[config.mk]
export PLATFORM = sky130hd
export DESIGN_NAME = mac_lane
export DESIGN_NICKNAME = d
export VERILOG_FILES = /design/src/logic/conv1d_pkg.sv /design/src/logic/mac_lane.sv
export VERILOG_INCLUDE_DIRS = /design/src /design/src/include
export SDC_FILE = /design/constraint.sdc
export NUM_CORES = 1
export LEC_CHECK = 0
export BUFFER_PORTS_ARGS = -buffer_cell sky130_fd_sc_hd__buf_2
export CORE_ASPECT_RATIO = 1.25
export CORE_MARGIN = 1.5
export CORE_UTILIZATION = 45
export DETAILED_ROUTE_END_ITERATION = 16
export PLACE_DENSITY = 0.67
export SYNTH_ARGS = -nofsm -noshare
export SYNTH_HDL_FRONTEND = slang
export SYNTH_SLANG_ARGS = --single-unit
[constraint.sdc]
create_clock -name clk -period 11.2 [get_ports clk]
set_input_delay 2.24 -clock clk [delete_from_list [all_inputs] [get_ports clk]]
set_output_delay 2.24 -clock clk [all_outputs]
set_load 0.02 [all_outputs]
[src/include/conv1d_defines.svh]
`ifndef CONV1D_DEFINES_SVH
`define CONV1D_DEFINES_SVH

// samples accepted per frame
`define CONV_FRAME_LEN 64

// filter length
`define CONV_TAPS 33

// outputs computed side by side in one pass
`define CONV_LANES 16

// valid convolution outputs, 32 for this layer
`define CONV_OUT_LEN (`CONV_FRAME_LEN - `CONV_TAPS + 1)

// width of samples, coefficients and results
`define CONV_SAMPLE_W 16

`endif

[src/logic/conv1d_pkg.sv]
`include "conv1d_defines.svh"

package conv1d_pkg;

	typedef logic signed [`CONV_SAMPLE_W-1:0] sample_t;

	// wide enough for a full product plus a 16 bit addend without overflow
	typedef logic signed [2*`CONV_SAMPLE_W+1:0] prod_t;

	typedef logic [5:0] x_addr_t; // sample buffer index
	typedef logic [4:0] y_addr_t; // result buffer index
	typedef logic [5:0] tap_t;

	// layer one filter, tap 0 first
	localparam sample_t coef_table [`CONV_TAPS] = '{
		-16'sd129, 16'sd252, 16'sd145, 16'sd88, 16'sd253, -16'sd113,
		16'sd127, -16'sd16, -16'sd129, 16'sd116, -16'sd127, 16'sd79,
		-16'sd218, -16'sd40, 16'sd206, -16'sd190, 16'sd120, -16'sd182,
		-16'sd107, -16'sd238, -16'sd133, -16'sd224, -16'sd124, 16'sd180,
		16'sd210, 16'sd85, 16'sd252, -16'sd123, 16'sd118, -16'sd198,
		16'sd50, 16'sd245, -16'sd202
	};

	// clamp to the signed 16 bit range
	function automatic sample_t sat16(prod_t v);
		prod_t max_v;
		prod_t min_v;
		max_v = prod_t'(32767);
		min_v = prod_t'(-32768);
		if (v > max_v) begin
			return sample_t'(32767);
		end
		else if (v < min_v) begin
			return sample_t'(-32768);
		end
		return sample_t'(v);
	endfunction

endpackage

[src/logic/mac_lane.sv]
`timescale 1ns/1ps

module mac_lane (
	input  logic                clk,
	input  logic                reset,
	input  conv1d_pkg::sample_t x,
	input  conv1d_pkg::sample_t coef,
	input  logic                acc_clear,
	input  logic                acc_en,
	output conv1d_pkg::sample_t y
);

	conv1d_pkg::prod_t   full_prod;
	conv1d_pkg::prod_t   sum;
	conv1d_pkg::sample_t prod;
	conv1d_pkg::sample_t acc;

	assign full_prod = conv1d_pkg::prod_t'(x) * conv1d_pkg::prod_t'(coef);

	// first tap of an output starts from zero
	assign sum = (acc_clear ? '0 : conv1d_pkg::prod_t'(acc)) + conv1d_pkg::prod_t'(prod);

	always_ff @(posedge clk) begin
		prod <= conv1d_pkg::sat16(full_prod); // product saturates before it is summed
	end

	always_ff @(posedge clk) begin
		if (reset) begin
			acc <= '0;
		end
		else if (acc_en) begin
			acc <= conv1d_pkg::sat16(sum);
		end
	end

	// relu
	assign y = (acc < 0) ? '0 : acc;

endmodule

==> summary.md <==
| Metric | Value |
|---|---|
| Unrepaired setup endpoints after global routing | `false` |
| Final HPWL DP | `23200 µm` |
| Share of synthesized cell area in and, or, nand and nor gates | `0.177` |
| Routed WL | `27500 µm` |
| Cells after synthesis | `1392` |
| Slowest stage cell, crit path | `a41oi_1` |
| Critical setup path kind | `input pin to flip-flop` |
| Syn Std Cell Area | `12200 µm²` |
| Most used cell, CP | `fa_1` |
| Yosys reg bits | `32` |
| Data arrival, critical path | `10.14 ns` |
| Max-cap violations | `0` |
| Sequential area share after synthesis | `0.0527` |
| Max Freq | `99.5 MHz` |
| Rel. slew slack | `0.104` |
| Worst-path clk slew | `0.05 ns` |
| Buffers on Ports | `50` |
| Synth warnings | `0` |
| Setup TNS | `0 ns` |
| CTS tree | `built` |
| Core Box Area | `26700 µm²` |
| Fin nets | `1799` |
| EDFF count, synth | `0` |
| CTS Sinks | `32` |
| Full die area | `28000 µm²` |
| Clock Skews | `0.00447 ns` |
| Mapped Avg Cell Area | `8.74 µm²` |
| Initial Util | `0.456` |
| Cell family with most CP delay | `adder cells` |
| Crit path cell chain | `buf_2 > and2_1 > inv_1 > fa_1 > inv_1 > fa_1 > fa_1 > fa_1 > fa_1 > inv_1 > fa_1 > inv_1 > ha_1 > a21oi_1 > a21boi_0 > a311o_1 > or3_1 > o21ai_1 > o21ai_0 > a21oi_1 > xnor2_1 > a41oi_1 > a21oi_1` |
| GRT Util Overall | `0.213` |
| Final Hold Fails | `0` |
| Initial antenna violation count | `0` |
| CTS root buffer | `clkbuf_16` |
| Crit share post-route | `0.897` |
| Commonest non-fill, non-tap cell in the layout | `inv_1` |
| I/O pin count | `52` |
| Complex-gate fraction of the synthesized area | `0.0882` |
| Worst min-delay path class | `flip-flop to flip-flop` |
| Startpoint types | `input pin` |
| Worst Tran Pin Value | `1.33 ns` |
| First-pass GRT wire length | `47900 µm` |
| Layout cells sized above 1 | `0.0464` |
| RePlAce Congestion | `0.845` |
| Die Y | `187 µm` |
| Drt pass-1 iters | `5` |
| Vias in the first global route | `10.1k` |
| Critical path buffer and inverter count | `5` |
| Htree depth | `2` |
| Setup violators final | `0` |
| Row Count | `67` |
| Slowest stage delay, CP | `1.03 ns` |
| Count of different cell masters after synthesis | `60` |
| GRT overflow | `0` |
| Worst endpoint required time | `11.29 ns` |
| Vias | `9124` |
| Routed len/inst | `15.7 µm` |
| CTS resizes | `0` |
| # diodes | `0` |
| Slew Limit Fails | `0` |
| Synthesized netlist net count | `1791` |
| Commonest non-fill, non-tap cells in the layout | `inv_1, fa_1, nand2_1` |
| Iter 0 DRT Violations | `401` |
| CTS Hold Bufs | `0` |
| Crit path capture type | `flip-flop` |
| Mux contribution to synthesized area | `0` |
| Post-layout min period | `10.05 ns` |
| Clock buffer depth | `2` |
| Synthesis-to-layout area growth | `5.36%` |
| Setup bufs post-CTS | `0` |
| Main combinational cell family by area after synthesis | `adder cells` |
| Synth Flop Type | `dfxtp_1` |
| Outcome | `complete, no violations` |
| Fraction of registers with async set/reset | `0` |
| Largest net degree at the start of global routing | `19` |
| Adder-cell share of the synthesized area | `0.537` |
| Critical path peak fanout | `16` |
| Xor and xnor area share after synthesis | `0.0302` |
| DRT antenna net count | `0` |
| Skew-Pair Late Insertion Delay | `0.27 ns` |
| Residual DRC | `0` |
| Vias per inst | `5.23` |
| Die X | `150 µm` |
| Total CTS buffers | `5` |
[routing by layer]
layer	wire length, µm	up-vias	global-route usage	share of wire
met4	1020	0	0.0735	0.037
met3	778	57	0.0156	0.028
li1	-	4234	-	-
met5	0	-	0	0
met1	10500	4647	0.248	0.38
met2	15200	186	0.404	0.55
[kinds of logic (layout without fill, tap and decap cells)]
| kind of cell | after synthesis | in the layout |
|---|---|---|
| AO/OA/AOI/OAI | 160 | 160 |
| XOR/XNOR | 42 | 42 |
| adder cells (fa/ha/maj) | 363 | 363 |
| buffers and inverters | 368 | 377 |
| flip-flops | 32 | 32 |
| other | 1 | 1 |
| AND/OR/NAND/NOR | 426 | 426 |
[worst min-delay path: cells and delay by family, from the launching register on]
family           cells  cell delay [ns]
AND/OR/NAND/NOR      1             0.08
flip-flops           1             0.31
AO/OA/AOI/OAI        1             0.05
[worst paths after layout]
path           start  slack (ns)       end  cells past startpoint
max          coef[2]        1.15  prod[13]                     23
min           acc[7]        0.49    acc[7]                      2
max reg2reg   acc[0]        6.71   acc[14]                     18
min reg2reg   acc[7]        0.49    acc[7]                      2
[cell usage after synthesis (20+ instances only)]
| cell type | number | share of area |
|---|---|---|
| nand2_1 | 154 | 0.048 |
| a211oi_1 | 20 | 0.012 |
| nor2b_1 | 33 | 0.017 |
| nand2b_1 | 20 | 0.010 |
| clkbuf_1 | 45 | 0.014 |
| xnor2_1 | 27 | 0.019 |
| and2_1 | 118 | 0.061 |
| inv_1 | 318 | 0.098 |
| a21oi_1 | 52 | 0.021 |
| dfxtp_1 | 32 | 0.053 |
| o21ai_0 | 23 | 0.0095 |
| nor2_1 | 51 | 0.016 |
| ha_1 | 98 | 0.10 |
| fa_1 | 265 | 0.44 |
[registers in the layout, summed over array words and instances (netlist names)]
register  count
prod         16
acc          16
[stage by stage]
stage | setup slack (ns) | std cells | instance area, µm² | utilization | hold slack, ns
floorplan | 1.88 | 1392 | 12200 | - | 0.467
global placement | 1.17 | 1738 | 12700 | 0.475 | 0.482
detailed placement | 0.975 | 1738 | 12700 | 0.475 | 0.485
CTS | 1.18 | 1746 | 12800 | 0.481 | 0.493
global route | 0.554 | 1746 | 12800 | 0.481 | 0.528
finish | 1.15 | 1746 | 12800 | 0.481 | 0.490
[cell type report]
class	instances	area [µm²]
clock buffers	6	129
clock inverters	2	35.0
fillers	2627	13800
inverters	318	1190
multi-input cells	992	10100
flip-flops and latches	32	641
well taps	345	432
repair buffers	51	258
Power is not shown: default switching activity piles up to over one toggle a cycle in this logic, so the estimate is an artifact.
