===== src/include/conv1d_defines.svh =====
`ifndef CONV1D_DEFINES_SVH
`define CONV1D_DEFINES_SVH

// samples accepted per frame
`define CONV_FRAME_LEN 64

// filter length
`define CONV_TAPS 33

// outputs computed side by side in one pass
`define CONV_LANES 16

// valid convolution outputs, 32 for this layer
`define CONV_OUT_LEN (`CONV_FRAME_LEN - `CONV_TAPS + 1)

// width of samples, coefficients and results
`define CONV_SAMPLE_W 16

`endif


===== src/logic/conv1d_pkg.sv =====
`include "conv1d_defines.svh"

package conv1d_pkg;

	typedef logic signed [`CONV_SAMPLE_W-1:0] sample_t;

	// wide enough for a full product plus a 16 bit addend without overflow
	typedef logic signed [2*`CONV_SAMPLE_W+1:0] prod_t;

	typedef logic [5:0] x_addr_t; // sample buffer index
	typedef logic [4:0] y_addr_t; // result buffer index
	typedef logic [5:0] tap_t;

	// layer one filter, tap 0 first
	localparam sample_t coef_table [`CONV_TAPS] = '{
		-16'sd129, 16'sd252, 16'sd145, 16'sd88, 16'sd253, -16'sd113,
		16'sd127, -16'sd16, -16'sd129, 16'sd116, -16'sd127, 16'sd79,
		-16'sd218, -16'sd40, 16'sd206, -16'sd190, 16'sd120, -16'sd182,
		-16'sd107, -16'sd238, -16'sd133, -16'sd224, -16'sd124, 16'sd180,
		16'sd210, 16'sd85, 16'sd252, -16'sd123, 16'sd118, -16'sd198,
		16'sd50, 16'sd245, -16'sd202
	};

	// clamp to the signed 16 bit range
	function automatic sample_t sat16(prod_t v);
		prod_t max_v;
		prod_t min_v;
		max_v = prod_t'(32767);
		min_v = prod_t'(-32768);
		if (v > max_v) begin
			return sample_t'(32767);
		end
		else if (v < min_v) begin
			return sample_t'(-32768);
		end
		return sample_t'(v);
	endfunction

endpackage


===== src/logic/conv_control.sv =====
`timescale 1ns/1ps
`include "conv1d_defines.svh"

module conv_control (
	input  logic                clk,
	input  logic                reset,
	input  logic                in_valid,
	output logic                in_ready,
	output logic                out_valid,
	input  logic                out_ready,
	output logic                wr_en,
	output conv1d_pkg::x_addr_t wr_addr,
	output conv1d_pkg::x_addr_t rd_base,
	output conv1d_pkg::sample_t coef,
	output logic                acc_clear,
	output logic                acc_en,
	output logic                y_wr_en,
	output conv1d_pkg::y_addr_t y_base,
	output conv1d_pkg::y_addr_t y_rd_addr
);

	typedef enum logic [1:0] {
		LOAD,
		COMPUTE,
		DRAIN
	} state_t;

	// a pass is 33 taps, two fill cycles, one write cycle and one spare
	localparam conv1d_pkg::tap_t write_step = conv1d_pkg::tap_t'(`CONV_TAPS + 2);
	localparam conv1d_pkg::tap_t last_step = conv1d_pkg::tap_t'(`CONV_TAPS + 3);

	state_t              state;
	conv1d_pkg::x_addr_t x_cnt;
	conv1d_pkg::y_addr_t out_cnt;
	conv1d_pkg::tap_t    step;
	logic                pass;
	logic                tap_active;
	logic                tap_d1;
	logic                tap_d2;
	logic                first_d1;
	logic                first_d2;

	assign in_ready = (state == LOAD);
	assign out_valid = (state == DRAIN);
	assign wr_en = in_valid && in_ready;
	assign wr_addr = x_cnt;
	assign y_rd_addr = out_cnt;

	assign tap_active = (state == COMPUTE) && (step < `CONV_TAPS);
	assign rd_base = conv1d_pkg::x_addr_t'(pass * `CONV_LANES) + step;

	assign y_wr_en = (state == COMPUTE) && (step == write_step); // one cycle after last accumulate
	assign y_base = conv1d_pkg::y_addr_t'(pass * `CONV_LANES);

	assign acc_en = tap_d2;
	assign acc_clear = first_d2;

	always_ff @(posedge clk) begin
		if (reset) begin
			state <= LOAD;
			x_cnt <= '0;
			out_cnt <= '0;
			step <= '0;
			pass <= 1'b0;
		end
		else begin
			case (state)
				LOAD: begin
					if (wr_en) begin
						if (x_cnt == `CONV_FRAME_LEN - 1) begin
							x_cnt <= '0;
							state <= COMPUTE;
						end
						else begin
							x_cnt <= x_cnt + 1'b1;
						end
					end
				end
				COMPUTE: begin
					if (step == last_step) begin
						step <= '0;
						if (pass) begin // both halves written
							pass <= 1'b0;
							state <= DRAIN;
						end
						else begin
							pass <= 1'b1;
						end
					end
					else begin
						step <= step + 1'b1;
					end
				end
				DRAIN: begin
					if (out_ready) begin
						if (out_cnt == `CONV_OUT_LEN - 1) begin
							out_cnt <= '0;
							state <= LOAD;
						end
						else begin
							out_cnt <= out_cnt + 1'b1;
						end
					end
				end
				default: state <= LOAD;
			endcase
		end
	end

	// buffer read and coef register, then the product register
	always_ff @(posedge clk) begin
		if (reset) begin
			tap_d1 <= 1'b0;
			tap_d2 <= 1'b0;
			first_d1 <= 1'b0;
			first_d2 <= 1'b0;
		end
		else begin
			tap_d1 <= tap_active;
			tap_d2 <= tap_d1;
			first_d1 <= tap_active && (step == '0);
			first_d2 <= first_d1;
		end
	end

	always_ff @(posedge clk) begin
		if (tap_active) begin
			coef <= conv1d_pkg::coef_table[step];
		end
	end

endmodule


===== config.mk =====
export PLATFORM = sky130hd
export DESIGN_NAME = conv_control
export DESIGN_NICKNAME = d
export VERILOG_FILES = /design/src/logic/conv1d_pkg.sv /design/src/logic/conv_control.sv
export VERILOG_INCLUDE_DIRS = /design/src /design/src/include
export SDC_FILE = /design/constraint.sdc
export NUM_CORES = 1
export LEC_CHECK = 0
export BUFFER_PORTS_ARGS = -buffer_cell sky130_fd_sc_hd__buf_4
export CAP_MARGIN = 20
export CORE_MARGIN = 4
export CORE_UTILIZATION = 49
export DETAILED_ROUTE_END_ITERATION = 16
export MAX_ROUTING_LAYER = met4
export PLACE_DENSITY = 0.87
export SLEW_MARGIN = 5
export SYNTH_ARGS = -nofsm -noshare
export SYNTH_HDL_FRONTEND = slang
export SYNTH_SLANG_ARGS = --single-unit

===== constraint.sdc =====
create_clock -name clk -period 2.1 [get_ports clk]
set_input_delay 0.42 -clock clk [delete_from_list [all_inputs] [get_ports clk]]
set_output_delay 0.42 -clock clk [all_outputs]
set_load 0.1 [all_outputs]

==> results.tsv, run 1 <==
stage	metric	value	unit
run_status	outcome	finished, final reports clean	
die	dieArea	5519	µm²
die	start_util	52.33	%
timing	slew_viol_final	0	
cts	cts_tree	yes	
hold_path	min_to	acc_clear	
logic_synthesis	async_reset_ff_share	0	%
timing	post-route-period-util	94.11	%
finish	drive_gt1_share	27.24	%
cts	cts.reportedPaths.clkPinSlew	70	ps
pwr	p_per_area	553.4	nW/µm²
die	die_h	74.29	µm
hold_path	min_path_cells	1	
die	die_w	74.29	µm
logic_synthesis	yosys_register_bits	33	
hold_path	hp-start	first_d1	
setup_path	crit_required	1680	ps
routing	wl	5004	µm
routing	wire_per_inst	15.21	µm
placed_design	post_dp_cell_area	2459	µm²
global_routing	grt_max_degree	37	
routing	vias	1923	
cts	numCtsBuffers	5	
routing	drt-initial-drc-count	297	
die	placementRows	23	
global_routing	grt.overflow.total	0	
placed_design	dp_hpwl	3608	µm
routing	ant_nets	0	
setup_path	rrSetupSlack	330	ps
timing	fin_tns_setup	0	ps
logic_synthesis	synth-seq-area-share	34.86	%
routing	route.detailed.drc	0	
timing	period_minus_slack	1976	ps
job	cap_violations	0	
timing	setup_viol	0	
logic_synthesis	synth.most_common_cell	nor2_1	
setup_path	worstRegToRegCells	5	
setup_path	r2r_start	step[2]	
setup_path	path_buf_inv	2	
logic_synthesis	synth_edf_count	9	
cts	clk_latency	290	ps
timing	worst_slew_pin_slew	686.4	ps
setup_path	startpoint_type	register	
global_routing	first_global_vias	1724	
timing	hold_viol	0	
setup_path	path_class	reg -> out	
placed_design	placedCellCount	321	
cts	cts_buffer_depth	2	
cts	clkSinkCount	33	
setup_path	worstPathCellList	buf_4, ha_2, nand3_1, nor2_2, buf_8	
logic_synthesis	yosys_most_used_dff	dfxtp_1	
die	core_area	4115	µm²
setup_path	endpoint_kind	output pin	
finish	fin_util	62.69	%
finish	finalNetCount	294	
finish	fin_cells	329	
pwr	ir_drop	435.4	µV
setup_path	crit_fanout	14	
timing	max_freq	0.5060	GHz
timing	max_slew_margin	54.07	%
setup_path	slowest_stage	dfxtp_1	
global_routing	antenna_found_initial	0	
setup_path	slowest_delay	340	ps
logic_synthesis	synth_top_area_cell	dfxtp_1	
routing	drt_pass1_iterations	5	
logic_synthesis	synth_area_leaders	dfxtp_1, edfxtp_1, ha_1, buf_4, nor2_1	
placed_design	port_buffers	43	
timing	skew	8.227	ps
finish	post-route-cell-area	2580	µm²
pwr	leakagePower	1.068	nW
logic_synthesis	syn_area_per_cell	8.683	µm²
routing	avgViaCountPerCell	5.845	
timing	timing.hold.ws	449.1	ps
finish	syn_to_final_growth	19.81	%
global_routing	track_usage	19.33	%
cts	cts_root_buf	clkbuf_8	
global_routing	grt_pass1_wl	7948	µm
cts	htreeDepth	2	
placed_design	place_congestion	0.8898	
setup_path	path_delay_family	buffers and inverters	
setup_path	startpoint	step[1]	
logic_synthesis	synthesis.area	2153	µm²
setup_path	r2r_end	coef[14]	
logic_synthesis	synth.distinct_cells	47	
die	num_io_pins	48	
logic_synthesis	yosysTopAreaCellShare	22.31	%
finish	fillerInstances	348	
logic_synthesis	yosys-top-cells-count	nor2_1, dfxtp_1, a21oi_1	
logic_synthesis	yosys_warnings	0	
finish	diodes	0	
timing	rsz0062_at_grt	no	
logic_synthesis	synth_cells	248	
hold_path	min_path_type	reg -> reg	
setup_path	crit_arrival	1560	ps
-- metal layers --
layer	up-vias	wire, µm	GRT usage [%]
li1	928	-	-
met1	888	1981	22.55
met2	99	2521	31.79
met3	8	427	4.865
met4	0	74	7.905
met5	-	0	-
-- power breakdown --
part           total [mW]  switching, mW  internal (mW)  leakage, nW
clock               0.579          0.240          0.339       0.0566
sequential          0.676         0.0162          0.660        0.278
combinational       0.173          0.133         0.0397        0.734
-- worst max path at each step --
stage          endpoint  slack [ps]  depth (start not counted)
3_3_place_gp    y_wr_en         370                          5
3_5_place_dp    coef[6]         330                          3
5_1_grt         y_wr_en           5                          5
6_report        y_wr_en         120                          5
4_1_cts         y_wr_en          10                          5
2_1_floorplan   y_wr_en        -110                          5
-- layout by cell type (no fill, tap or decap), drive strengths merged, types with 5 or more instances in the layout --
cell type | synthesis | routed
clkbuf | 8 | 8
nand2 | 16 | 16
ha | 12 | 12
nand3 | 6 | 6
nor2b | 8 | 8
nor3 | 11 | 11
nand4 | 6 | 6
inv | 7 | 7
o21ai | 5 | 5
a31oi | 6 | 6
a21oi | 20 | 20
xor2 | 6 | 6
edfxtp | 9 | 9
dfxtp | 24 | 24
buf | 25 | 53
nor2 | 27 | 27
mux2i | 7 | 7
-- cell type report --
| type | count | area [µm²] | share of cell area (%) |
|---|---|---|---|
| clock buffers | 8 | 111.4 | 4.316 |
| repair buffers | 53 | 417.9 | 16.20 |
| flip-flops and latches | 33 | 753.2 | 29.19 |
| well taps | 50 | 62.56 | 2.425 |
| inverters | 7 | 26.28 | 1.018 |
| multi-input cells | 178 | 1209 | 46.85 |
-- cells by family (layout without fill, tap and decap cells) --
family | count (synthesis) | count (layout) | synth area share [%]
and+or+nand+nor | 90 | 90 | 21.56
AOI/OAI and AO/OA | 54 | 54 | 16.44
buffers and inverters | 40 | 68 | 10.23
DFF | 33 | 33 | 34.86
adders and majority gates | 12 | 12 | 6.973
muxes | 11 | 11 | 6.914
xor gates and xnor gates | 7 | 7 | 2.847
other | 1 | 4 | 0.1742
-- metrics by stage --
step | setup WS, ps | total power [mW]
after floorplan | -106.5 | 0.8339
final | 123.7 | 1.428
after global routing | 4.541 | 1.468
after global placement | 371.1 | 0.8608
after CTS | 10.29 | 1.431
after detailed placement | 328.4 | 0.8620
-- sequential cells by signal (all words and copies together) (netlist names) --
name and flops:
wr_addr 6, first_d1 1, state 2, step 6, pass 1, tap_d1 1
acc_clear 1, coef 9, y_rd_addr 5, acc_en 1
-- what timing repair did --
item,in CTS,in global routing
setup endpoints to repair,0,1
buffers inserted,0,0
resized for setup,0,3
hold buffers,0,0
Note: power is estimated with default switching activity, not from simulation.
==> run 2, diff against run 1 <==
ABC_AREA = 1   (was not set)
==> run 2 against run 1 <==
  * Combinational power grew 110%
  * Via count grew 5.9%
  * Clock power shrank 17%
  * Die area grew 2.8%
  * Worst hold slack lost 58 ps
  * Routed wire length shrank 2.3%
  * Flip-flop and latch count is the same
  * Global-route usage grew 0.39 points
  * Sequential power grew 2%
  * Setup slack gained 22 ps
  * First-iteration DRC count shrank 52%
  * Final cell count grew 20%
  * Critical path type unchanged
  * Critical endpoint unchanged
  * Highest routed layer unchanged
==> results.tsv, run 2 <==
stage	metric	value	unit	change
run_status	outcome	finished, final reports clean		unchanged
placed_design	dp_hpwl	3740	µm	was 3608 µm
routing	drt-initial-drc-count	144		was 297
logic_synthesis	muxShareOfSynthArea	0	%	was 6.915%
routing	ant_nets	0		unchanged
finish	drive_gt1_share	25.66	%	was 27.24%
die	dieArea	5676	µm²	was 5519 µm²
logic_synthesis	synth-compound-area-share	10.08	%	was 16.44%
logic_synthesis	synth.most_common_cell	nand2_1		was nor2_1
die	start_util	50.68	%	was 52.33%
setup_path	path_delay_family	flip-flops		was buffers and inverters
timing	hold_viol	0		unchanged
finish	finalNetCount	358		was 294
job	cap_violations	0		unchanged
cts	cts_tree	yes		unchanged
placed_design	placedCellCount	387		was 321
routing	avgViaCountPerCell	5.154		was 5.845
setup_path	slowest_delay	400	ps	was 340 ps
cts	numCtsBuffers	5		unchanged
global_routing	track_usage	19.72	%	was 19.33%
global_routing	grt_max_degree	21		was 37
placed_design	post_dp_cell_area	2485	µm²	was 2459 µm²
finish	fin_cells	395		was 329
placed_design	port_buffers	43		unchanged
timing	max_freq	0.5116	GHz	was 0.5060 GHz
global_routing	grt.overflow.total	0		unchanged
finish	fillerInstances	411		was 348
routing	vias	2036		was 1923
die	num_io_pins	48		unchanged
logic_synthesis	yosys_register_bits	33		unchanged
routing	route.detailed.drc	0		unchanged
timing	post-route-period-util	93.08	%	was 94.11%
pwr	p_per_area	594.6	nW/µm²	was 553.4 nW/µm²
logic_synthesis	synth_top_area_cell	dfxtp_1		unchanged
cts	cts_hold_buf	0		unchanged
cts	cts.reportedPaths.clkPinSlew	80	ps	was 70 ps
setup_path	crit_required	1680	ps	about the same
logic_synthesis	synth_area_leaders	dfxtp_1, edfxtp_1, nand2_1, ha_1, buf_4		was dfxtp_1, edfxtp_1, ha_1, buf_4, nor2_1
logic_synthesis	async_reset_ff_share	0	%	unchanged
logic_synthesis	synth_edf_count	9		unchanged
logic_synthesis	yosys-top-cells-count	nand2_1, nor2_1, inv_1		was nor2_1, dfxtp_1, a21oi_1
die	die_h	75.34	µm	was 74.29 µm
logic_synthesis	synth-seq-area-share	33.78	%	was 34.86%
hold_path	min_path_type	in -> reg		was reg -> reg
setup_path	crit_arrival	1530	ps	was 1560 ps
routing	wl	4890	µm	was 5004 µm
timing	setup_viol	0		unchanged
global_routing	antenna_found_initial	0		unchanged
setup_path	worstPathCellList	ha_1, inv_1, nor2_2, inv_2, nor3_4, buf_8		was buf_4, ha_2, nand3_1, nor2_2, buf_8
logic_synthesis	synth_top_family_by_area	simple AND/OR/NAND/NOR gates		unchanged
setup_path	startpoint_type	register		unchanged
timing	timing.hold.ws	391.0	ps	was 449.1 ps
finish	diodes	0		unchanged
cts	clkSinkCount	33		unchanged
setup_path	crit_fanout	9		was 14
finish	layout_common_cells	nand2_1, buf_4, nor2_1		was buf_4, nor2_1, dfxtp_1
setup_path	endpoint_kind	output pin		unchanged
global_routing	grt_pass1_wl	8349	µm	was 7948 µm
logic_synthesis	yosys_warnings	0		unchanged
finish	syn_to_final_growth	16.10	%	was 19.81%
timing	slew_viol_final	0		unchanged
logic_synthesis	synthAdderAreaFrac	6.757	%	was 6.973%
logic_synthesis	yosys.area_share.simple	33.45	%	was 21.56%
timing	setup_ws	145.3	ps	was 123.7 ps
placed_design	place_congestion	0.9240		was 0.8898
pwr	leakagePower	1.158	nW	was 1.068 nW
logic_synthesis	yosys_most_used_dff	dfxtp_1		unchanged
cts	htreeDepth	2		unchanged
finish	post-route-cell-area	2580	µm²	unchanged
logic_synthesis	yosysTopAreaCellShare	21.62	%	was 22.31%
placed_design	dpl_worst_slack	244.7	ps	was 328.4 ps
pwr	ir_drop	377.7	µV	was 435.4 µV
logic_synthesis	synth-xor-area-share	0.7883	%	was 2.847%
finish	final_common_cell	nand2_1		was buf_4
die	placementRows	24		was 23
timing	period_minus_slack	1955	ps	was 1976 ps
die	core_area	4384	µm²	was 4115 µm²
logic_synthesis	synth_cells	310		was 248
cts	clk_latency	290	ps	about the same
cts	cts_root_buf	clkbuf_8		unchanged
cts	postCtsSetupRepairBufs	0		unchanged
setup_path	path_buf_inv	3		was 2
global_routing	first_global_vias	1851		was 1724
finish	largest_reg_flops	9		unchanged
logic_synthesis	synth.distinct_cells	32		was 47
die	die_w	75.34	µm	was 74.29 µm
timing	skew	12.51	ps	was 8.227 ps
routing	wire_per_inst	12.38	µm	was 15.21 µm
setup_path	path_class	reg -> out		unchanged
timing	rsz0062_at_grt	no		unchanged
finish	regMostFlops	coef		unchanged
logic_synthesis	synthesis.area	2222	µm²	was 2153 µm²
cts	cts_buffer_depth	2		unchanged
routing	drt_pass1_iterations	4		was 5
logic_synthesis	syn_area_per_cell	7.168	µm²	was 8.683 µm²
setup_path	slowest_stage	dfxtp_4		was dfxtp_1
## run 2: per-stage QoR
step / power (mW) / utilization (%) / setup TNS [ps]
CTS: 1.539 / 58.68 / 0
global placement: 1.064 / 56.68 / 0
finish: 1.534 / 58.85 / 0
global route: 1.591 / 58.85 / 0
detailed placement: 1.068 / 56.68 / 0
floorplan: 1.015 / - / -6.439
## run 2: layout make-up
class | count | area [µm²] | share of cell area [%]
sequential | 33 | 755.7 | 29.29
tap | 52 | 65.06 | 2.522
clock buffer | 6 | 72.57 | 2.813
multi-input combinational | 217 | 1174 | 45.49
inverter | 38 | 142.6 | 5.529
timing repair buffer | 47 | 360.3 | 13.97
clock inverter | 2 | 10.01 | 0.3880
## run 2: final timing paths
kind | from | end | slack, ps | cells after the start
setup / recovery | step[1] | y_wr_en | 150 | 6
hold / removal | reset | state[1] | 390 | 2
setup reg to reg | step[1] | coef[4] | 420 | 6
hold reg to reg | tap_d1 | acc_en | 410 | 2
## run 2: logic make-up after synthesis
kind of cell             Yosys count
flip-flops                        33
other                              1
buffers and inverters             63
adder cells (fa/ha/maj)           12
AO/OA/AOI/OAI                     40
XOR/XNOR                           2
AND/OR/NAND/NOR                  159
## run 2: power breakdown
part / internal [mW] / leakage, nW / total (mW) / switching [mW]
clock network: 0.230 / 0.0450 / 0.481 / 0.251
registers: 0.673 / 0.263 / 0.688 / 0.0155
logic: 0.0738 / 0.849 / 0.365 / 0.291
total: 0.976 / 1.16 / 1.53 / 0.558
## run 2: per-layer routing
layer | global-route usage [%] | share of wire [%]
met1 | 23.81 | 43
met2 | 32.50 | 48
met3 | 4.354 | 7.0
met4 | 6.796 | 1.6
met5 | - | 0
## run 2: what timing repair did
action / 4_1_cts / 5_1_grt
gates resized for setup: 2 / 3
gates cloned: 0 / 0
endpoints found under the setup margin: 1 / 1
